--- src/hw/video_pkg.sv ---
`default_nettype none

package video_pkg;

    // --------------------
    // Pixel format
    // --------------------

    // RGB565, red in the top bits
    localparam int R_WIDTH     = 5;
    localparam int G_WIDTH     = 6;
    localparam int B_WIDTH     = 5;
    localparam int PIXEL_WIDTH = R_WIDTH + G_WIDTH + B_WIDTH;

    typedef logic [R_WIDTH-1:0]     red_t;
    typedef logic [G_WIDTH-1:0]     green_t;
    typedef logic [B_WIDTH-1:0]     blue_t;
    typedef logic [PIXEL_WIDTH-1:0] pixel_t;

    // --------------------
    // Geometry and timing
    // --------------------

    localparam int COORD_WIDTH    = 11;
    // Foreground coordinates carry a sign bit on top of the screen width
    localparam int FG_COORD_WIDTH = COORD_WIDTH + 1;

    localparam int RES_X     = 800;
    localparam int RES_Y     = 600;
    localparam int FG_WIDTH  = 256;
    localparam int FG_HEIGHT = 192;

    // Cycles from the background strobe edge to the returned foreground pixel
    localparam int FG_FETCH_DELAY = 6;

    localparam int ALPHA_WIDTH = 3;

    typedef logic [COORD_WIDTH-1:0]           coord_t;
    typedef logic signed [FG_COORD_WIDTH-1:0] fg_coord_t;
    // 0 is an opaque foreground
    typedef logic [ALPHA_WIDTH-1:0]           alpha_t;

endpackage

`default_nettype wire
--- src/hw/overlay_pkg.sv ---
`default_nettype none

package overlay_pkg;

    // --------------------
    // Control
    // --------------------

    // Reserved code acts as off
    typedef enum logic [1:0] {
        MODE_OFF        = 2'd0,
        MODE_OVERLAY    = 2'd1,
        MODE_CHROMA_KEY = 2'd2,
        MODE_RESERVED   = 2'd3
    } overlay_mode_e;

    // Right shift of the screen offset, magnifying the foreground 1x to 8x
    typedef logic [1:0] fg_scale_t;

    typedef struct packed {
        overlay_mode_e       mode;
        fg_scale_t           scale;
        video_pkg::fg_coord_t offset_x;
        video_pkg::fg_coord_t offset_y;
        video_pkg::alpha_t   transparency;
        // Clip bounds in foreground coordinates, inclusive
        video_pkg::coord_t   clip_left;
        video_pkg::coord_t   clip_right;
        video_pkg::coord_t   clip_top;
        video_pkg::coord_t   clip_bottom;
        video_pkg::pixel_t   key_color;
    } overlay_ctrl_t;

    // --------------------
    // Pixel streams
    // --------------------

    // Pixel plus its screen position, 38 bits
    typedef struct packed {
        video_pkg::pixel_t pixel;
        video_pkg::coord_t x;
        video_pkg::coord_t y;
    } screen_pixel_t;

    // Read address towards the foreground memory
    typedef struct packed {
        video_pkg::fg_coord_t x;
        video_pkg::fg_coord_t y;
    } fg_request_t;

endpackage

`default_nettype wire

--- src/hw/overlay_pipeline.sv ---
`timescale 1ns/1ps
`default_nettype none

module overlay_pipeline (
    input  logic                       clk,
    input  logic                       rst_n,

    // Background stream
    input  overlay_pkg::screen_pixel_t bg,
    input  logic                       bg_valid,

    // Static controls, changed only while idle
    input  overlay_pkg::overlay_ctrl_t ctrl,

    // Foreground memory port
    output overlay_pkg::fg_request_t   fg_request,
    output logic                       fg_request_active,
    input  video_pkg::pixel_t          fg_pixel,
    input  logic                       fg_valid,

    // Composited result
    output overlay_pkg::screen_pixel_t pix_out,
    output logic                       pix_out_valid
);

    import overlay_pkg::*;

    logic          raw_active;
    screen_pixel_t held;
    logic          held_valid;

    // --------------------
    // Foreground request
    // --------------------

    fg_request_gen u_request_gen (
        .clk        (clk),
        .rst_n      (rst_n),
        .x          (bg.x),
        .y          (bg.y),
        .bg_valid   (bg_valid),
        .scale      (ctrl.scale),
        .offset_x   (ctrl.offset_x),
        .offset_y   (ctrl.offset_y),
        .request    (fg_request),
        .raw_active (raw_active)
    );

    fg_clip u_clip (
        .request     (fg_request),
        .raw_active  (raw_active),
        .clip_left   (ctrl.clip_left),
        .clip_right  (ctrl.clip_right),
        .clip_top    (ctrl.clip_top),
        .clip_bottom (ctrl.clip_bottom),
        .active      (fg_request_active)
    );

    // --------------------
    // Background hold and merge
    // --------------------

    // Background waits here while the memory fetches
    bg_delay_line u_delay_line (
        .clk        (clk),
        .rst_n      (rst_n),
        .bg         (bg),
        .bg_valid   (bg_valid),
        .held       (held),
        .held_valid (held_valid)
    );

    pixel_blend u_blend (
        .clk           (clk),
        .rst_n         (rst_n),
        .held          (held),
        .held_valid    (held_valid),
        .fg_pixel      (fg_pixel),
        .fg_valid      (fg_valid),
        .ctrl          (ctrl),
        .pix_out       (pix_out),
        .pix_out_valid (pix_out_valid)
    );

endmodule

`default_nettype wire

--- src/hw/pixel_blend.sv ---
`timescale 1ns/1ps
`default_nettype none

module pixel_blend (
    input  logic                       clk,
    input  logic                       rst_n,
    input  overlay_pkg::screen_pixel_t held,
    input  logic                       held_valid,
    input  video_pkg::pixel_t          fg_pixel,
    input  logic                       fg_valid,
    input  overlay_pkg::overlay_ctrl_t ctrl,
    output overlay_pkg::screen_pixel_t pix_out,
    output logic                       pix_out_valid
);

    import video_pkg::*;
    import overlay_pkg::*;

    red_t   fg_r;
    green_t fg_g;
    blue_t  fg_b;
    red_t   bg_r;
    green_t bg_g;
    blue_t  bg_b;
    red_t   mix_r;
    green_t mix_g;
    blue_t  mix_b;
    logic   mode_fg;
    logic   use_fg;
    pixel_t result;

    // Weighted average over eighths, sized for the widest channel
    function automatic green_t blend_channel(
        input green_t fg,
        input green_t bg,
        input alpha_t t
    );
        logic [3:0] w_fg;
        logic [9:0] sum;
        w_fg = 4'd8 - {1'b0, t};
        sum  = fg * w_fg + bg * t;
        return sum[8:3];
    endfunction

    // --------------------
    // Channel split
    // --------------------

    assign fg_r = fg_pixel[PIXEL_WIDTH-1 -: R_WIDTH];
    assign fg_g = fg_pixel[B_WIDTH +: G_WIDTH];
    assign fg_b = fg_pixel[0 +: B_WIDTH];

    assign bg_r = held.pixel[PIXEL_WIDTH-1 -: R_WIDTH];
    assign bg_g = held.pixel[B_WIDTH +: G_WIDTH];
    assign bg_b = held.pixel[0 +: B_WIDTH];

    // --------------------
    // Mode and blend
    // --------------------

    always_comb
    begin
        case (ctrl.mode)
            MODE_OVERLAY:    mode_fg = 1'b1;
            // Key colour lets the background show through
            MODE_CHROMA_KEY: mode_fg = (fg_pixel != ctrl.key_color);
            default:         mode_fg = 1'b0;
        endcase
    end

    assign use_fg = fg_valid && mode_fg;

    assign mix_r = R_WIDTH'(blend_channel(G_WIDTH'(fg_r), G_WIDTH'(bg_r), ctrl.transparency));
    assign mix_g = blend_channel(fg_g, bg_g, ctrl.transparency);
    assign mix_b = B_WIDTH'(blend_channel(G_WIDTH'(fg_b), G_WIDTH'(bg_b), ctrl.transparency));

    assign result = use_fg ? {mix_r, mix_g, mix_b} : held.pixel;

    // --------------------
    // Output register
    // --------------------

    always_ff @(posedge clk)
    begin
        if (!rst_n)
            pix_out_valid <= 1'b0;
        else
            pix_out_valid <= held_valid;
    end

    always_ff @(posedge clk)
    begin
        if (held_valid)
        begin
            pix_out.pixel <= result;
            pix_out.x     <= held.x;
            pix_out.y     <= held.y;
        end
    end

endmodule

`default_nettype wire

--- src/hw/bg_delay_line.sv ---
`timescale 1ns/1ps
`default_nettype none

module bg_delay_line (
    input  logic                       clk,
    input  logic                       rst_n,
    input  overlay_pkg::screen_pixel_t bg,
    input  logic                       bg_valid,
    output overlay_pkg::screen_pixel_t held,
    output logic                       held_valid
);

    import video_pkg::*;
    import overlay_pkg::*;

    // Last entry lines up with fg_valid from the memory
    screen_pixel_t             stage_data [FG_FETCH_DELAY];
    logic [FG_FETCH_DELAY-1:0] stage_valid;

    always_ff @(posedge clk)
    begin
        if (!rst_n)
            stage_valid <= '0;
        else
            stage_valid <= {stage_valid[FG_FETCH_DELAY-2:0], bg_valid};
    end

    // --------------------
    // Data chain
    // --------------------

    // An entry loads only when the one before it holds a live pixel
    always_ff @(posedge clk)
    begin
        if (bg_valid)
            stage_data[0] <= bg;
        for (int i = 1; i < FG_FETCH_DELAY; i++)
        begin
            if (stage_valid[i-1])
                stage_data[i] <= stage_data[i-1];
        end
    end

    assign held       = stage_data[FG_FETCH_DELAY-1];
    assign held_valid = stage_valid[FG_FETCH_DELAY-1];

endmodule

`default_nettype wire

--- src/hw/fg_clip.sv ---
`timescale 1ns/1ps
`default_nettype none

module fg_clip (
    input  overlay_pkg::fg_request_t request,
    input  logic                     raw_active,
    input  video_pkg::coord_t        clip_left,
    input  video_pkg::coord_t        clip_right,
    input  video_pkg::coord_t        clip_top,
    input  video_pkg::coord_t        clip_bottom,
    output logic                     active
);

    import video_pkg::*;

    // Clip bounds widened to signed so they compare against the request directly
    fg_coord_t clip_l;
    fg_coord_t clip_r;
    fg_coord_t clip_t;
    fg_coord_t clip_b;
    logic      inside_x;
    logic      inside_y;

    assign clip_l = {1'b0, clip_left};
    assign clip_r = {1'b0, clip_right};
    assign clip_t = {1'b0, clip_top};
    assign clip_b = {1'b0, clip_bottom};

    // An inverted window fails one of these for every coordinate
    assign inside_x = (request.x >= clip_l) && (request.x <= clip_r);
    assign inside_y = (request.y >= clip_t) && (request.y <= clip_b);

    // Image bounds were already checked upstream
    assign active = raw_active && inside_x && inside_y;

endmodule

`default_nettype wire

--- src/hw/fg_request_gen.sv ---
`timescale 1ns/1ps
`default_nettype none

module fg_request_gen (
    input  logic                     clk,
    input  logic                     rst_n,
    input  video_pkg::coord_t        x,
    input  video_pkg::coord_t        y,
    input  logic                     bg_valid,
    input  overlay_pkg::fg_scale_t   scale,
    input  video_pkg::fg_coord_t     offset_x,
    input  video_pkg::fg_coord_t     offset_y,
    output overlay_pkg::fg_request_t request,
    output logic                     raw_active
);

    import video_pkg::*;

    // One spare bit so position minus offset never wraps
    typedef logic signed [FG_COORD_WIDTH:0] wide_coord_t;

    wide_coord_t diff_x;
    wide_coord_t diff_y;
    wide_coord_t fg_x;
    wide_coord_t fg_y;
    logic        in_bounds;

    // --------------------
    // Coordinate mapping
    // --------------------

    always_comb
    begin
        diff_x = wide_coord_t'({2'b00, x}) - wide_coord_t'(offset_x);
        diff_y = wide_coord_t'({2'b00, y}) - wide_coord_t'(offset_y);

        // Arithmetic shift keeps negative positions negative
        fg_x = diff_x >>> scale;
        fg_y = diff_y >>> scale;

        in_bounds = (fg_x >= 0) && (fg_x < FG_WIDTH) &&
                    (fg_y >= 0) && (fg_y < FG_HEIGHT);
    end

    // --------------------
    // Request register
    // --------------------

    always_ff @(posedge clk)
    begin
        if (!rst_n)
            raw_active <= 1'b0;
        else
            raw_active <= bg_valid && in_bounds;
    end

    // Address only moves on a strobe
    always_ff @(posedge clk)
    begin
        if (bg_valid)
        begin
            request.x <= fg_x[FG_COORD_WIDTH-1:0];
            request.y <= fg_y[FG_COORD_WIDTH-1:0];
        end
    end

endmodule

`default_nettype wire

--- config.mk ---
export PLATFORM = sky130hd
export DESIGN_NAME = overlay_pipeline
export DESIGN_NICKNAME = d
export VERILOG_FILES = /design/src/hw/video_pkg.sv /design/src/hw/overlay_pkg.sv /design/src/hw/overlay_pipeline.sv /design/src/hw/pixel_blend.sv /design/src/hw/bg_delay_line.sv /design/src/hw/fg_clip.sv /design/src/hw/fg_request_gen.sv
export SDC_FILE = /design/constraint.sdc
export NUM_CORES = 1
export LEC_CHECK = 0
export BUFFER_PORTS_ARGS = -buffer_cell sky130_fd_sc_hd__buf_2
export CORE_AREA = 4 4 137 238
export DETAILED_ROUTE_END_ITERATION = 6
export DIE_AREA = 0 0 141 242
export GPL_TIMING_DRIVEN = 0
export PLACE_DENSITY_LB_ADDON = 0.05
export SLEW_MARGIN = 40
export SYNTH_ARGS = -nofsm -noshare
export SYNTH_HDL_FRONTEND = slang
export SYNTH_SLANG_ARGS = --single-unit
--- constraint.sdc ---
create_clock -name clk -period 10.56 [get_ports clk]
set_clock_uncertainty 0.1 [all_clocks]
set_input_delay 2.64 -clock clk [delete_from_list [all_inputs] [get_ports clk]]
set_output_delay 2.64 -clock clk [all_outputs]
set_load 0.005 [all_outputs]
Word-level counts from Yosys, hierarchy flattened
Memory sizes are Yosys's and may differ from the RTL's.
Index checks and enable logic that the tools add are counted.
{ "word_totals": {"ramBits": 228, "output_inout_bits": 64, "n_memories": 1, "ff_bits": 70, "in_bits": 149, "wordCells": 57} }
{ "memory_table": {"columns": ["name", "words", "word_bits", "rd", "rd_clocked_by_memory_dff", "write_ports", "line", "rtl"], "rows": [
  ["u_delay_line.stage_data", 6, 38, 6, 0, 6, "bg_delay_line.sv:17", "screen_pixel_t stage_data [FG_FETCH_DELAY];"]
]} }
{ "op_classes": {"addsub": 6, "mux": 14, "eq_ne": 3, "multipliers": 6, "n_shift": 2, "reduce_logical": 9, "order_cmp": 8} }
{ "op_table": {"columns": ["operator", "n"], "rows": [
  ["$ge 13x1->1 const B", 2],
  ["$sshr 13x2->13", 2],
  ["$sub 12x12->13", 2],
  ["$ge 12x12->1", 2],
  ["$le 12x12->1", 2],
  ["$add 8x8->8", 2],
  ["$mul 5x3->8", 2],
  ["$mul 5x4->8", 2],
  ["$mux 16", 1],
  ["$ne 16x16->1", 1],
  ["$lt 13x10->1 const B", 1],
  ["$lt 13x9->1 const B", 1],
  ["$mux 1", 12],
  ["$add 9x9->9", 1],
  ["$logic_and 1x1->1", 9],
  ["$mul 6x3->9", 1],
  ["$mul 6x4->9", 1],
  ["$sub 4x3->4 const A", 1],
  ["$eq 2x1->1 const B", 1],
  ["$eq 2x2->1 const B", 1],
  ["$pmux 1 s2", 1]
]} }

Longest topological paths before layout
Gate-level depths: netlist of the first run.
{ "logic_depth": {"depth_word": 7, "ltp_mapped": 21, "depth_no_buf": 19} }

By module
A second synthesis of the first run with hierarchy kept.
{ "hier_totals": {"hier_cells": 1122, "hier_area_um2": 15364.7} }
{ "modules_own_cells": {"columns": ["mod", "area_each_um2", "cells_per_inst", "instances", "seq_area_each_um2"], "rows": [
  ["bg_delay_line", 7004.2, 240, 1, 6966.7],
  ["pixel_blend", 4748.3, 441, 1, 1161.1],
  ["fg_request_gen", 2502.4, 289, 1, 740.7],
  ["fg_clip", 1109.8, 152, 1, 0.0]
]} }

Worst setup path before layout of the first run
Ideal clock, no wire load.
{ "synth_path": {"path_type": "input to register", "start": "input ctrl[60] (netlist name)", "end": "register, netlist name u_blend.pix_out[32]", "required_time_ns": 10.200, "slack_ns": 2.698, "stages": 20, "setup_time_ns": 0.260, "path_buffers": 3, "t_arrival_ns": 7.502, "cell_sequence": "clkbuf_1 clkbuf_1 inv_1 ha_1 xnor2_1 clkbuf_1 and2_1 fa_1 fa_1 inv_1 fa_1 inv_1 fa_1 ha_1 a21oi_1 nor2b_1 o41ai_1 o21bai_1 xnor2_1 mux2_2"} }
{ "synth_between": {"elab_chain_cells": 4} }
{ "synth_rtl": {"columns": ["item", "line", "rtl"], "rows": [
  ["start, declared", "overlay_pipeline.sv:13", "input overlay_pkg::overlay_ctrl_t ctrl,"],
  ["$sub 4x3->4", "pixel_blend.sv:40", "w_fg = 4'd8 - {1'b0, t};"],
  ["$mul 6x4->9", "pixel_blend.sv:41", "sum = fg * w_fg + bg * t;"],
  ["$add 9x9->9 (*)", "pixel_blend.sv:41", null],
  ["$mux 16 (*)", "pixel_blend.sv:77", "assign result = use_fg ? {mix_r, mix_g, mix_b} : held.pixel;"],
  ["via u_blend.result[10]", "pixel_blend.sv:30", "pixel_t result;"]
]} }
The timed path passes the listed nets; every way through them passes the cells marked *.
A chain may end at the register's enable or synchronous reset.

Worst setup path after layout of the first run
{ "layout_path": {"start": "input ctrl[60] (netlist name)", "end": "register, netlist name u_blend.pix_out[32]"} }
{ "layout_between": {"elab_chain_cells": 4} }
{ "layout_rtl": {"columns": ["item", "line"], "rows": [
  ["$sub 4x3->4", "pixel_blend.sv:40"],
  ["$mul 6x4->9", "pixel_blend.sv:41"],
  ["$add 9x9->9 (*)", "pixel_blend.sv:41"],
  ["$mux 16 (*)", "pixel_blend.sv:77"],
  ["via u_blend.result[10]", "pixel_blend.sv:30"]
]} }
Marked as above.

==> impl_metrics.yaml, run 1 <==
outcome:
  status: "finished clean"
critical_path:
  max_stage_delay_ps: 540
  rr_worst_depth: 14
  cp.arrival_ps: 8840
  critPathCaptureType: "register"
  r2r_setup_slack_ps: 5670
  crit_top_cell: "fa_1"
  crit_chain: "buf_2, clkbuf_1, clkbuf_1, inv_1, ha_1, xnor2_1, clkbuf_1, and2_1, fa_1, fa_1, inv_1, fa_1, inv_1, fa_1, ha_1, a21oi_1, nor2b_1, o41ai_1, o21bai_1, xnor2_1, mux2_2"
  crit_path_start_kind: "input port"
  path_class: "in2reg"
  cp_max_fo: 10
  crit_slowest_cell: "clkbuf_1"
  crit_required_ps: 10750
  r2r-end: "u_blend.pix_out[32]"
  r2r-start: "u_delay_line.stage_data[5][28]"
pwr:
  leakagePower_nw: 7.367
  ir_drop_v: 0.0001075
  power_mw: 2.988
  powerDensity_nw_per_um2: 168.4
synthesis:
  syn_nets: 1424
  synth-main-ff-cell: "edfxtp_1"
  synth_area_leaders: "edfxtp_1, ha_1, fa_1"
  synth_area_per_cell_um2: 13.79
  synth_area_um2: 15180
  synth_area_leader_cell: "edfxtp_1"
  synth_commonest_cells: "edfxtp_1, inv_1, ha_1, and2_1, fa_1"
  syn_inst: 1101
  yosys_warnings: 0
  ys_ff_latch: 298
  seq_area_frac_synth: 0.5840
  synth_edf_count: 290
  yosysMostFrequentCell: "edfxtp_1"
  async_reset_ff_frac: 0
  synth.top_cell.area_share: 0.5735
  ys_types: 58
drt:
  drc_errors: 0
  wirelength_um: 31560
  detail_route.wl_per_cell_um: 17.98
  vias: 9098
  drtPass1Iterations: 5
  drtIter0Drc: 344
  ant_nets: 0
  viasPerCell: 5.184
grt:
  grt_pass1_vias: 9804
  grt_use_total: 0.1850
  grt_pass1_wl_um: 49580
  grt_max_degree: 40
  overflow: 0
  antenna_found_initial: 1
timing:
  post-route-period-util: 0.8196
  finalHoldViolCount: 0
  tns_ps: 0
  tightest_slew_ps: 785.1
  drv_slew: 0
  timing.slew.headroom: 0.4766
  fmax_mhz: 115.5
  setup_viol: 0
  rsz0062_at_grt: "false"
  period_needed_ps: 8655
clock_tree:
  clkSlewWorstSetupHoldPaths_ps: 70
  htreeDepth: 1
  cts_max_path_buffers: 3
  root_buffer: "clkbuf_16"
  numCtsBuffers: 28
  cts.repair.resized: 0
  post_cts_buffers: 0
  clk_latency_ps: 540
  cts_tree: "yes"
  clock-sinks: 298
  hold_buffers: 0
die:
  num_rows: 85
  core_um2: 30630
  initial_utilization: 0.4958
  dieArea_um2: 34120
  die_h_um: 242
  ios: 213
  dieWidth_um: 141
cells_and_area:
  fillCellCount: 2554
  regArea_um2: 8891
  final_cells: 1755
  multiInputGateArea_um2: 5700
  fin_nets: 1666
  antenna_cells: 0
  area_growth_pct: 16.86
  drive_gt1_frac: 0.2119
min_path:
  hp-class: "reg2reg"
  hold_depth: 0
  hold_start: "u_delay_line.stage_data[3][8]"
  whs_endpoint: "u_delay_line.stage_data[4][8]"
place:
  gp_congestion: 0.8532
  dp_hpwl_um: 24910
  portBuffers: 210
  place_inst: 1704
job:
  cap_viol_max_count: 0
[cells in the final DEF (no fill, tap or decap), drive strengths merged, types with 12 or more instances in the layout]
cell,instances
clkbuf,53
edfxtp,290
mux2i,21
nor2,44
nand2,36
and2,96
buf,216
xnor2,36
nor3,12
inv,145
fa,58
o21ai,27
a21oi,42
xor2,23
ha,116
mux2,17
[flip-flops by register name, indices dropped and copies added (netlist names)]
name                      flops
u_delay_line.stage_valid      6
u_request_gen.raw_active      1
u_blend.pix_out_valid         1
u_blend.pix_out              38
u_request_gen.request        24
u_delay_line.stage_data     228
[critical path, delay by kind of cell]
kind            cells  cell delay (ps)
mux                 1              290
fa+ha+maj           6             2490
compound gates      3              840
buf+inv             7             1610
simple gates        2              320
xor+xnor            2              650
[logic make-up (layout without fill, tap and decap cells)]
family,after synthesis,after routing,share of synthesized area
AOI/OAI and AO/OA,133,133,0.05686
muxes,39,39,0.02983
adders and majority gates,174,174,0.1720
and+or+nand+nor,233,233,0.08232
buffers and inverters,165,428,0.04087
xor gates and xnor gates,59,59,0.03403
DFF,298,298,0.5840
[worst max path at each step]
stage	from	end	slack (ps)	cells past startpoint
4_1_cts	ctrl[60]	u_blend.pix_out[32]	1830	21
3_3_place_gp	ctrl[60]	u_blend.pix_out[32]	1230	21
2_1_floorplan	ctrl[60]	u_blend.pix_out[32]	2700	20
6_report	ctrl[60]	u_blend.pix_out[32]	1910	21
3_5_place_dp	ctrl[60]	u_blend.pix_out[32]	1240	21
5_1_grt	ctrl[60]	u_blend.pix_out[32]	1470	21
[final cells by class]
class	count	area share
buffer	24	0.005147
clock buffer	33	0.04054
clock inverter	18	0.01297
inverter	141	0.02983
multi-input combinational	638	0.3213
sequential	298	0.5011
tap	391	0.02757
timing repair buffer	212	0.06163
[routing by layer]
layer / routed length, um / track usage
met1: 10260 / 0.1764
met2: 18630 / 0.3795
met3: 1475 / 0.02745
met4: 1198 / 0.07387
met5: 0 / 0
[per-stage QoR]
step / utilization / setup slack [ps] / hold WS (ps) / cell area [um^2]
global route: 0.5793 / 1468 / 315.8 / 17740
floorplan: - / 2698 / 300.3 / 15180
detailed placement: 0.5483 / 1237 / 304.5 / 16790
global placement: 0.5460 / 1233 / 300.2 / 16720
finish: 0.5793 / 1905 / 312.0 / 17740
CTS: 0.5793 / 1829 / 311.8 / 17740
[power breakdown]
| part | switching (mW) | internal [mW] | leakage, nW |
|---|---|---|---|
| Sequential | 0.0318 | 1.34 | 2.75 |
| Combinational | 0.313 | 0.269 | 4.15 |
| Clock | 0.436 | 0.595 | 0.462 |
| Total | 0.780 | 2.21 | 7.37 |
No activity file was read; power rests on OpenSTA's default activity.
==> run 2: changes to the inputs <==
clock period = 7.74 ns   (was 10.56 ns; I/O delays follow)
==> run 2 against run 1 <==
Net effect:
- die area unchanged
- total power up 36%
- largest power group unchanged
- global-route usage is the same
- clock-buffer cell count is the same
- non-clock buffer count decreased by 2
==> impl_metrics.yaml, run 2 (synthesis gave the netlist of run 1 again) <==
critical_path:
  r2r_setup_slack_ps: 2860
  path_class: "in2reg"
  cp_max_fo: 13
  cp.arrival_ps: 7410
  r2r-end: "u_blend.pix_out[32]"
  critPathCaptureType: "register"
  crit_required_ps: 7930
  crit_path_start_kind: "input port"
  r2r-start: "u_delay_line.stage_data[5][28]"
  rr_worst_depth: 14
drt:
  vias: 9061
  drtPass1Iterations: 5
  viasPerCell: 5.169
  drtIter0Drc: 339
  detail_route.wl_per_cell_um: 17.90
  wirelength_um: 31390
  drc_errors: 0
  ant_nets: 0
die:
  initial_utilization: 0.4958
  dieArea_um2: 34120
  core_um2: 30630
  num_rows: 85
  ios: 213
  dieWidth_um: 141
  die_h_um: 242
min_path:
  whs_endpoint: "u_delay_line.stage_data[4][23]"
  hold_depth: 0
  hp-class: "reg2reg"
  hold_start: "u_delay_line.stage_data[3][23]"
cells_and_area:
  fin_nets: 1664
  reg.largest.list: "u_delay_line.stage_data: 228 flops, u_blend.pix_out: 38 flops, u_request_gen.request: 24 flops"
  antenna_cells: 0
  largest_reg_flops: 228
  final_cells: 1753
  regMostFlops: "u_delay_line.stage_data"
  fillCellCount: 2551
  most-common-layout-cells: "edfxtp_1, buf_2, inv_1, ha_1, and2_1"
  drive_gt1_frac: 0.2137
  final_common_cell: "edfxtp_1"
  area_growth_pct: 16.87
pwr:
  clkPwrFrac: 0.345
  power_frac_comb: 0.195
  switchingPower_mw: 1.066
  leakagePower_nw: 7.373
  swShare: 0.2613
  power.internal_mw: 3.012
  power_mw: 4.078
  seq_power_share: 0.460
  powerDensity_nw_per_um2: 229.8
  ir_drop_v: 0.0001469
place:
  pre_cts_ws_ps: -877.6
  place_inst: 1704
  gp_congestion: 0.8532
  portBuffers: 210
  dp_hpwl_um: 24910
timing:
  drv_slew: 0
  fmax_mhz: 138.5
  timing.final.ws_setup_ps: 517.4
  finalHoldViolCount: 0
  post-route-period-util: 0.9331
  whs_ps: 312.5
  rsz0062_at_grt: "false"
  setup_viol: 0
  tightest_slew_ps: 766.1
  period_needed_ps: 7223
  tns_ps: 0
  timing.slew.headroom: 0.4893
clock_tree:
  hold_buffers: 0
  numCtsBuffers: 28
  htreeDepth: 1
  root_buffer: "clkbuf_16"
  cts_max_path_buffers: 3
  clk_latency_ps: 540
  clock-sinks: 298
  clkSlewWorstSetupHoldPaths_ps: 70
  cts_tree: "yes"
grt:
  grt_use_total: 0.1850
  antenna_found_initial: 1
  grt_pass1_vias: 9804
  grt_max_degree: 40
  overflow: 0
  grt_pass1_wl_um: 49580
outcome:
  status: "finished clean"
job:
  cap_viol_max_count: 0
-- run 2: cell types whose count changed in the layout (fill, tap and decap cells not counted), sizes merged --
cell,change
clkbuf,-2
-- run 2: power by group through the flow --
stage          combinational (mW)  clock, mW  sequential (mW)
2_1_floorplan               0.564          0             1.90
3_3_place_gp                0.779          0             1.91
5_1_grt                     0.913       1.51             1.88
6_report                    0.793       1.41             1.88
3_5_place_dp                0.803          0             1.91
4_1_cts                     0.809       1.46             1.88
-- run 2: per-stage QoR --
step	util	area, um^2
floorplan	-	15180
global placement	0.5460	16720
detailed placement	0.5483	16790
CTS	0.5796	17750
global route	0.5794	17750
finish	0.5794	17750
-- run 2: worst max path at each step --
stage | start | endpoint | slack, ps | cells after the start
6_report | ctrl[60] | u_blend.pix_out[32] | 520 | 20
3_5_place_dp | ctrl[60] | u_blend.pix_out[32] | -880 | 21
2_1_floorplan | ctrl[60] | u_blend.pix_out[32] | 580 | 20
4_1_cts | ctrl[60] | u_blend.pix_out[32] | 110 | 21
3_3_place_gp | ctrl[60] | u_blend.pix_out[32] | -880 | 21
5_1_grt | ctrl[60] | u_blend.pix_out[32] | 110 | 20
-- run 2: layer usage --
metal / routed length [um] / global-route usage / share of wire
met1: 10240 / 0.1764 / 0.33
met2: 18620 / 0.3795 / 0.59
met3: 1458 / 0.02745 / 0.046
met4: 1055 / 0.07387 / 0.034
met5: 7 / 0 / 0.00022
-- run 2: worst max-delay path, stage by stage --
cell and delay (ps):
buf_2 220, clkbuf_2 330, inv_1 80, ha_1 230, xnor2_2 320, clkbuf_1 340, and2_1 210, fa_1 460
fa_1 490, inv_1 50, fa_1 520, inv_1 50, fa_1 470, ha_1 330, a21oi_1 220, nor2b_1 110
o41ai_1 460, o21bai_1 150, xnor2_1 140, mux2_2 290
-- run 2: cell type report --
cell class | instances | area [um^2] | area share
inverters | 141 | 529.3 | 0.02982
flip-flops and latches | 298 | 8891 | 0.5010
multi-input cells | 638 | 5708 | 0.3217
plain buffers | 22 | 85.08 | 0.004794
well taps | 391 | 489.2 | 0.02757
clock inverters | 18 | 230.2 | 0.01297
repair buffers | 212 | 1094 | 0.06162
clock buffers | 33 | 719.4 | 0.04054
-- run 2: timing repair --
item | in CTS | in global routing
resized for setup | 2 | 0
endpoints found under the setup margin | 2 | 2
endpoints found under the hold margin | 0 | 0
setup buffers | 0 | 0
==> run 3: changes to the inputs <==
BUFFER_PORTS_ARGS = not set   (was -buffer_cell sky130_fd_sc_hd__buf_2)
DONT_BUFFER_PORTS = 1   (was not set)
GPL_ROUTABILITY_DRIVEN = 0   (was not set)
==> run 3 against run 2 <==
Net effect:
- worst hold slack got worse by 7.6 ps
- clock power decreased by 9%
- non-clock buffer count decreased by 209
- sequential power about the same
- first-iteration DRC count decreased by 23%
- utilization decreased by 3.8 points
- flip-flop and latch count unchanged
- setup slack got worse by 81 ps
- global-route usage decreased by 0.33 points
- design area decreased by 6.5%
- register-to-register slack improved by 120 ps
- via count decreased by 9.5%
==> impl_metrics.yaml, run 3 (synthesis gave the netlist of run 1 again) <==
outcome:
  status: "finished clean"
drt:
  detail_route.wl_per_cell_um: 19.84
  drtIter0Drc: 260
  drc_errors: 0
  vias: 8203
  drtPass1Iterations: 4
  ant_nets: 0
  wirelength_um: 30570
  viasPerCell: 5.323
critical_path:
  crit_path_start_kind: "input port"
  rr_worst_depth: 14
  path_class: "in2reg"
  path_buf_inv: 6
  crit_required_ps: 7910
  r2r-end: "u_blend.pix_out[32]"
  r2r_setup_slack_ps: 2980
  max_stage_delay_ps: 520
  cp_max_fo: 10
  crit_chain: "clkbuf_1, clkbuf_2, inv_1, ha_1, xnor2_2, clkbuf_1, and2_1, fa_1, fa_1, inv_1, fa_1, inv_1, fa_1, ha_1, a21oi_1, nor2b_1, o41ai_2, o21bai_1, xnor2_1, mux2_2"
  crit_top_cell: "fa_1"
  cp.arrival_ps: 7470
  crit_slowest_cell: "fa_1"
  critPathCaptureType: "register"
  r2r-start: "u_delay_line.stage_data[5][28]"
  crit_family: "adder cells"
pwr:
  powerDensity_nw_per_um2: 234.1
  seq_power_share: 0.485
  power_mw: 3.884
  leakagePower_nw: 6.490
  power_frac_comb: 0.183
  clkPwrFrac: 0.333
  ir_drop_v: 0.0001697
  power.internal_mw: 2.893
  switchingPower_uw: 990.8
  swShare: 0.2551
die:
  die_h_um: 242
  dieWidth_um: 141
  ios: 213
  num_rows: 85
  dieArea_um2: 34120
  initial_utilization: 0.4958
  core_um2: 30630
min_path:
  hp-class: "reg2reg"
  whs_endpoint: "u_delay_line.stage_data[5][33]"
  hold_depth: 0
  hold_start: "u_delay_line.stage_data[4][33]"
cells_and_area:
  fillCellCount: 2594
  area_growth_pct: 9.245
  fin_nets: 1453
  final_common_cell: "edfxtp_1"
  drive_gt1_frac: 0.06609
  regMostFlops: "u_delay_line.stage_data"
  most-common-layout-cells: "edfxtp_1, inv_1, ha_1, and2_1, fa_1"
  largest_reg_flops: 228
  reg.largest.list: "u_delay_line.stage_data: 228 flops, u_blend.pix_out: 38 flops, u_request_gen.request: 24 flops"
  antenna_cells: 0
job:
  cap_viol_max_count: 0
clock_tree:
  numCtsBuffers: 26
  cts.repair.resized: 1
  htreeDepth: 1
  post_cts_buffers: 0
  cts_max_path_buffers: 3
  cts_tree: "yes"
  hold_buffers: 0
  root_buffer: "clkbuf_16"
  clkSlewWorstSetupHoldPaths_ps: 80
  clk_latency_ps: 530
  clock-sinks: 298
timing:
  tightest_slew_ps: 800.5
  fmax_mhz: 136.9
  rsz0062_at_grt: "false"
  period_needed_ps: 7304
  drv_slew: 0
  finalHoldViolCount: 0
  timing.final.ws_setup_ps: 435.9
  setup_viol: 0
  timing.slew.headroom: 0.4663
  post-route-period-util: 0.9437
place:
  dp_hpwl_um: 24000
  pre_cts_ws_ps: -763.5
  portBuffers: 0
grt:
  grt_max_degree: 64
  grt_use_total: 0.1818
  grt_pass1_vias: 9056
  overflow: 0
  antenna_found_initial: 3
  grt_pass1_wl_um: 47950
-- run 3: cell count changes in the layout (fill, tap and decap cells not counted) --
cell,before,now
buf_12,2,1
buf_2,210,1
clkbuf_16,28,27
clkbuf_8,0,2
clkinv_8,1,0
buf_4,1,0
clkinvlp_4,1,2
o41ai_2,0,1
inv_8,3,1
o41ai_1,3,2
clkinv_4,2,0
bufinv_16,4,2
clkbuf_1,22,26
-- run 3: metrics by stage --
| stage | hold slack (ps) | util | setup TNS, ps | cells | cell area, um^2 |
|---|---|---|---|---|---|
| floorplan | 300.3 | - | 0 | 1101 | 15180 |
| global placement | 300.3 | 0.5117 | -2294 | 1492 | 15670 |
| detailed placement | 304.5 | 0.5133 | -2560 | 1493 | 15720 |
| CTS | 309.5 | 0.5411 | 0 | 1541 | 16570 |
| global route | 318.9 | 0.5416 | 0 | 1541 | 16590 |
| finish | 304.8 | 0.5416 | 0 | 1541 | 16590 |
-- run 3: worst max path at each step --
stage / from / to / slack (ps) / cells after the start
floorplan: ctrl[60] / u_blend.pix_out[32] / 580 / 20
global placement: ctrl[60] / u_blend.pix_out[32] / -730 / 20
detailed placement: ctrl[60] / u_blend.pix_out[32] / -760 / 20
CTS: ctrl[60] / u_blend.pix_out[32] / 5 / 20
global route: ctrl[60] / u_blend.pix_out[32] / 20 / 20
finish: ctrl[60] / u_blend.pix_out[32] / 440 / 20
-- run 3: power by group through the flow --
stage                     sequential, mW  combinational (mW)  clock [mW]
after floorplan                     1.90               0.564           0
final                               1.88               0.710        1.29
after CTS                           1.88               0.721        1.34
after global placement              1.92               0.705           0
after global routing                1.89               0.826        1.40
after detailed placement            1.92               0.716           0
-- run 3: layout make-up --
cell class	instances	area, um^2	area share
buffer	24	92.59	0.005582
inverter	141	529.3	0.03191
clock inverter	12	121.4	0.007316
tap	391	489.2	0.02949
sequential	298	8891	0.5360
clock buffer	36	729.5	0.04397
multi-input combinational	638	5715	0.3445
timing repair buffer	1	20.02	0.001207
-- run 3: worst reg2reg max path, delay by kind of cell, from the launching register on --
kind            cells  cell delay, ps
xor+xnor            1             130
mux                 1             280
buf+inv             2             100
fa+ha+maj           5            2380
compound gates      3             710
flops               1             460
simple gates        2             350
-- run 3: layer usage --
layer / GRT usage / vias to the layer above / share of wire
met5: 0 / - / 0.0015
met4: 0.07102 / 6 / 0.035
met3: 0.03792 / 49 / 0.053
met2: 0.3668 / 225 / 0.59
met1: 0.1724 / 3991 / 0.32
li1: - / 3932 / -
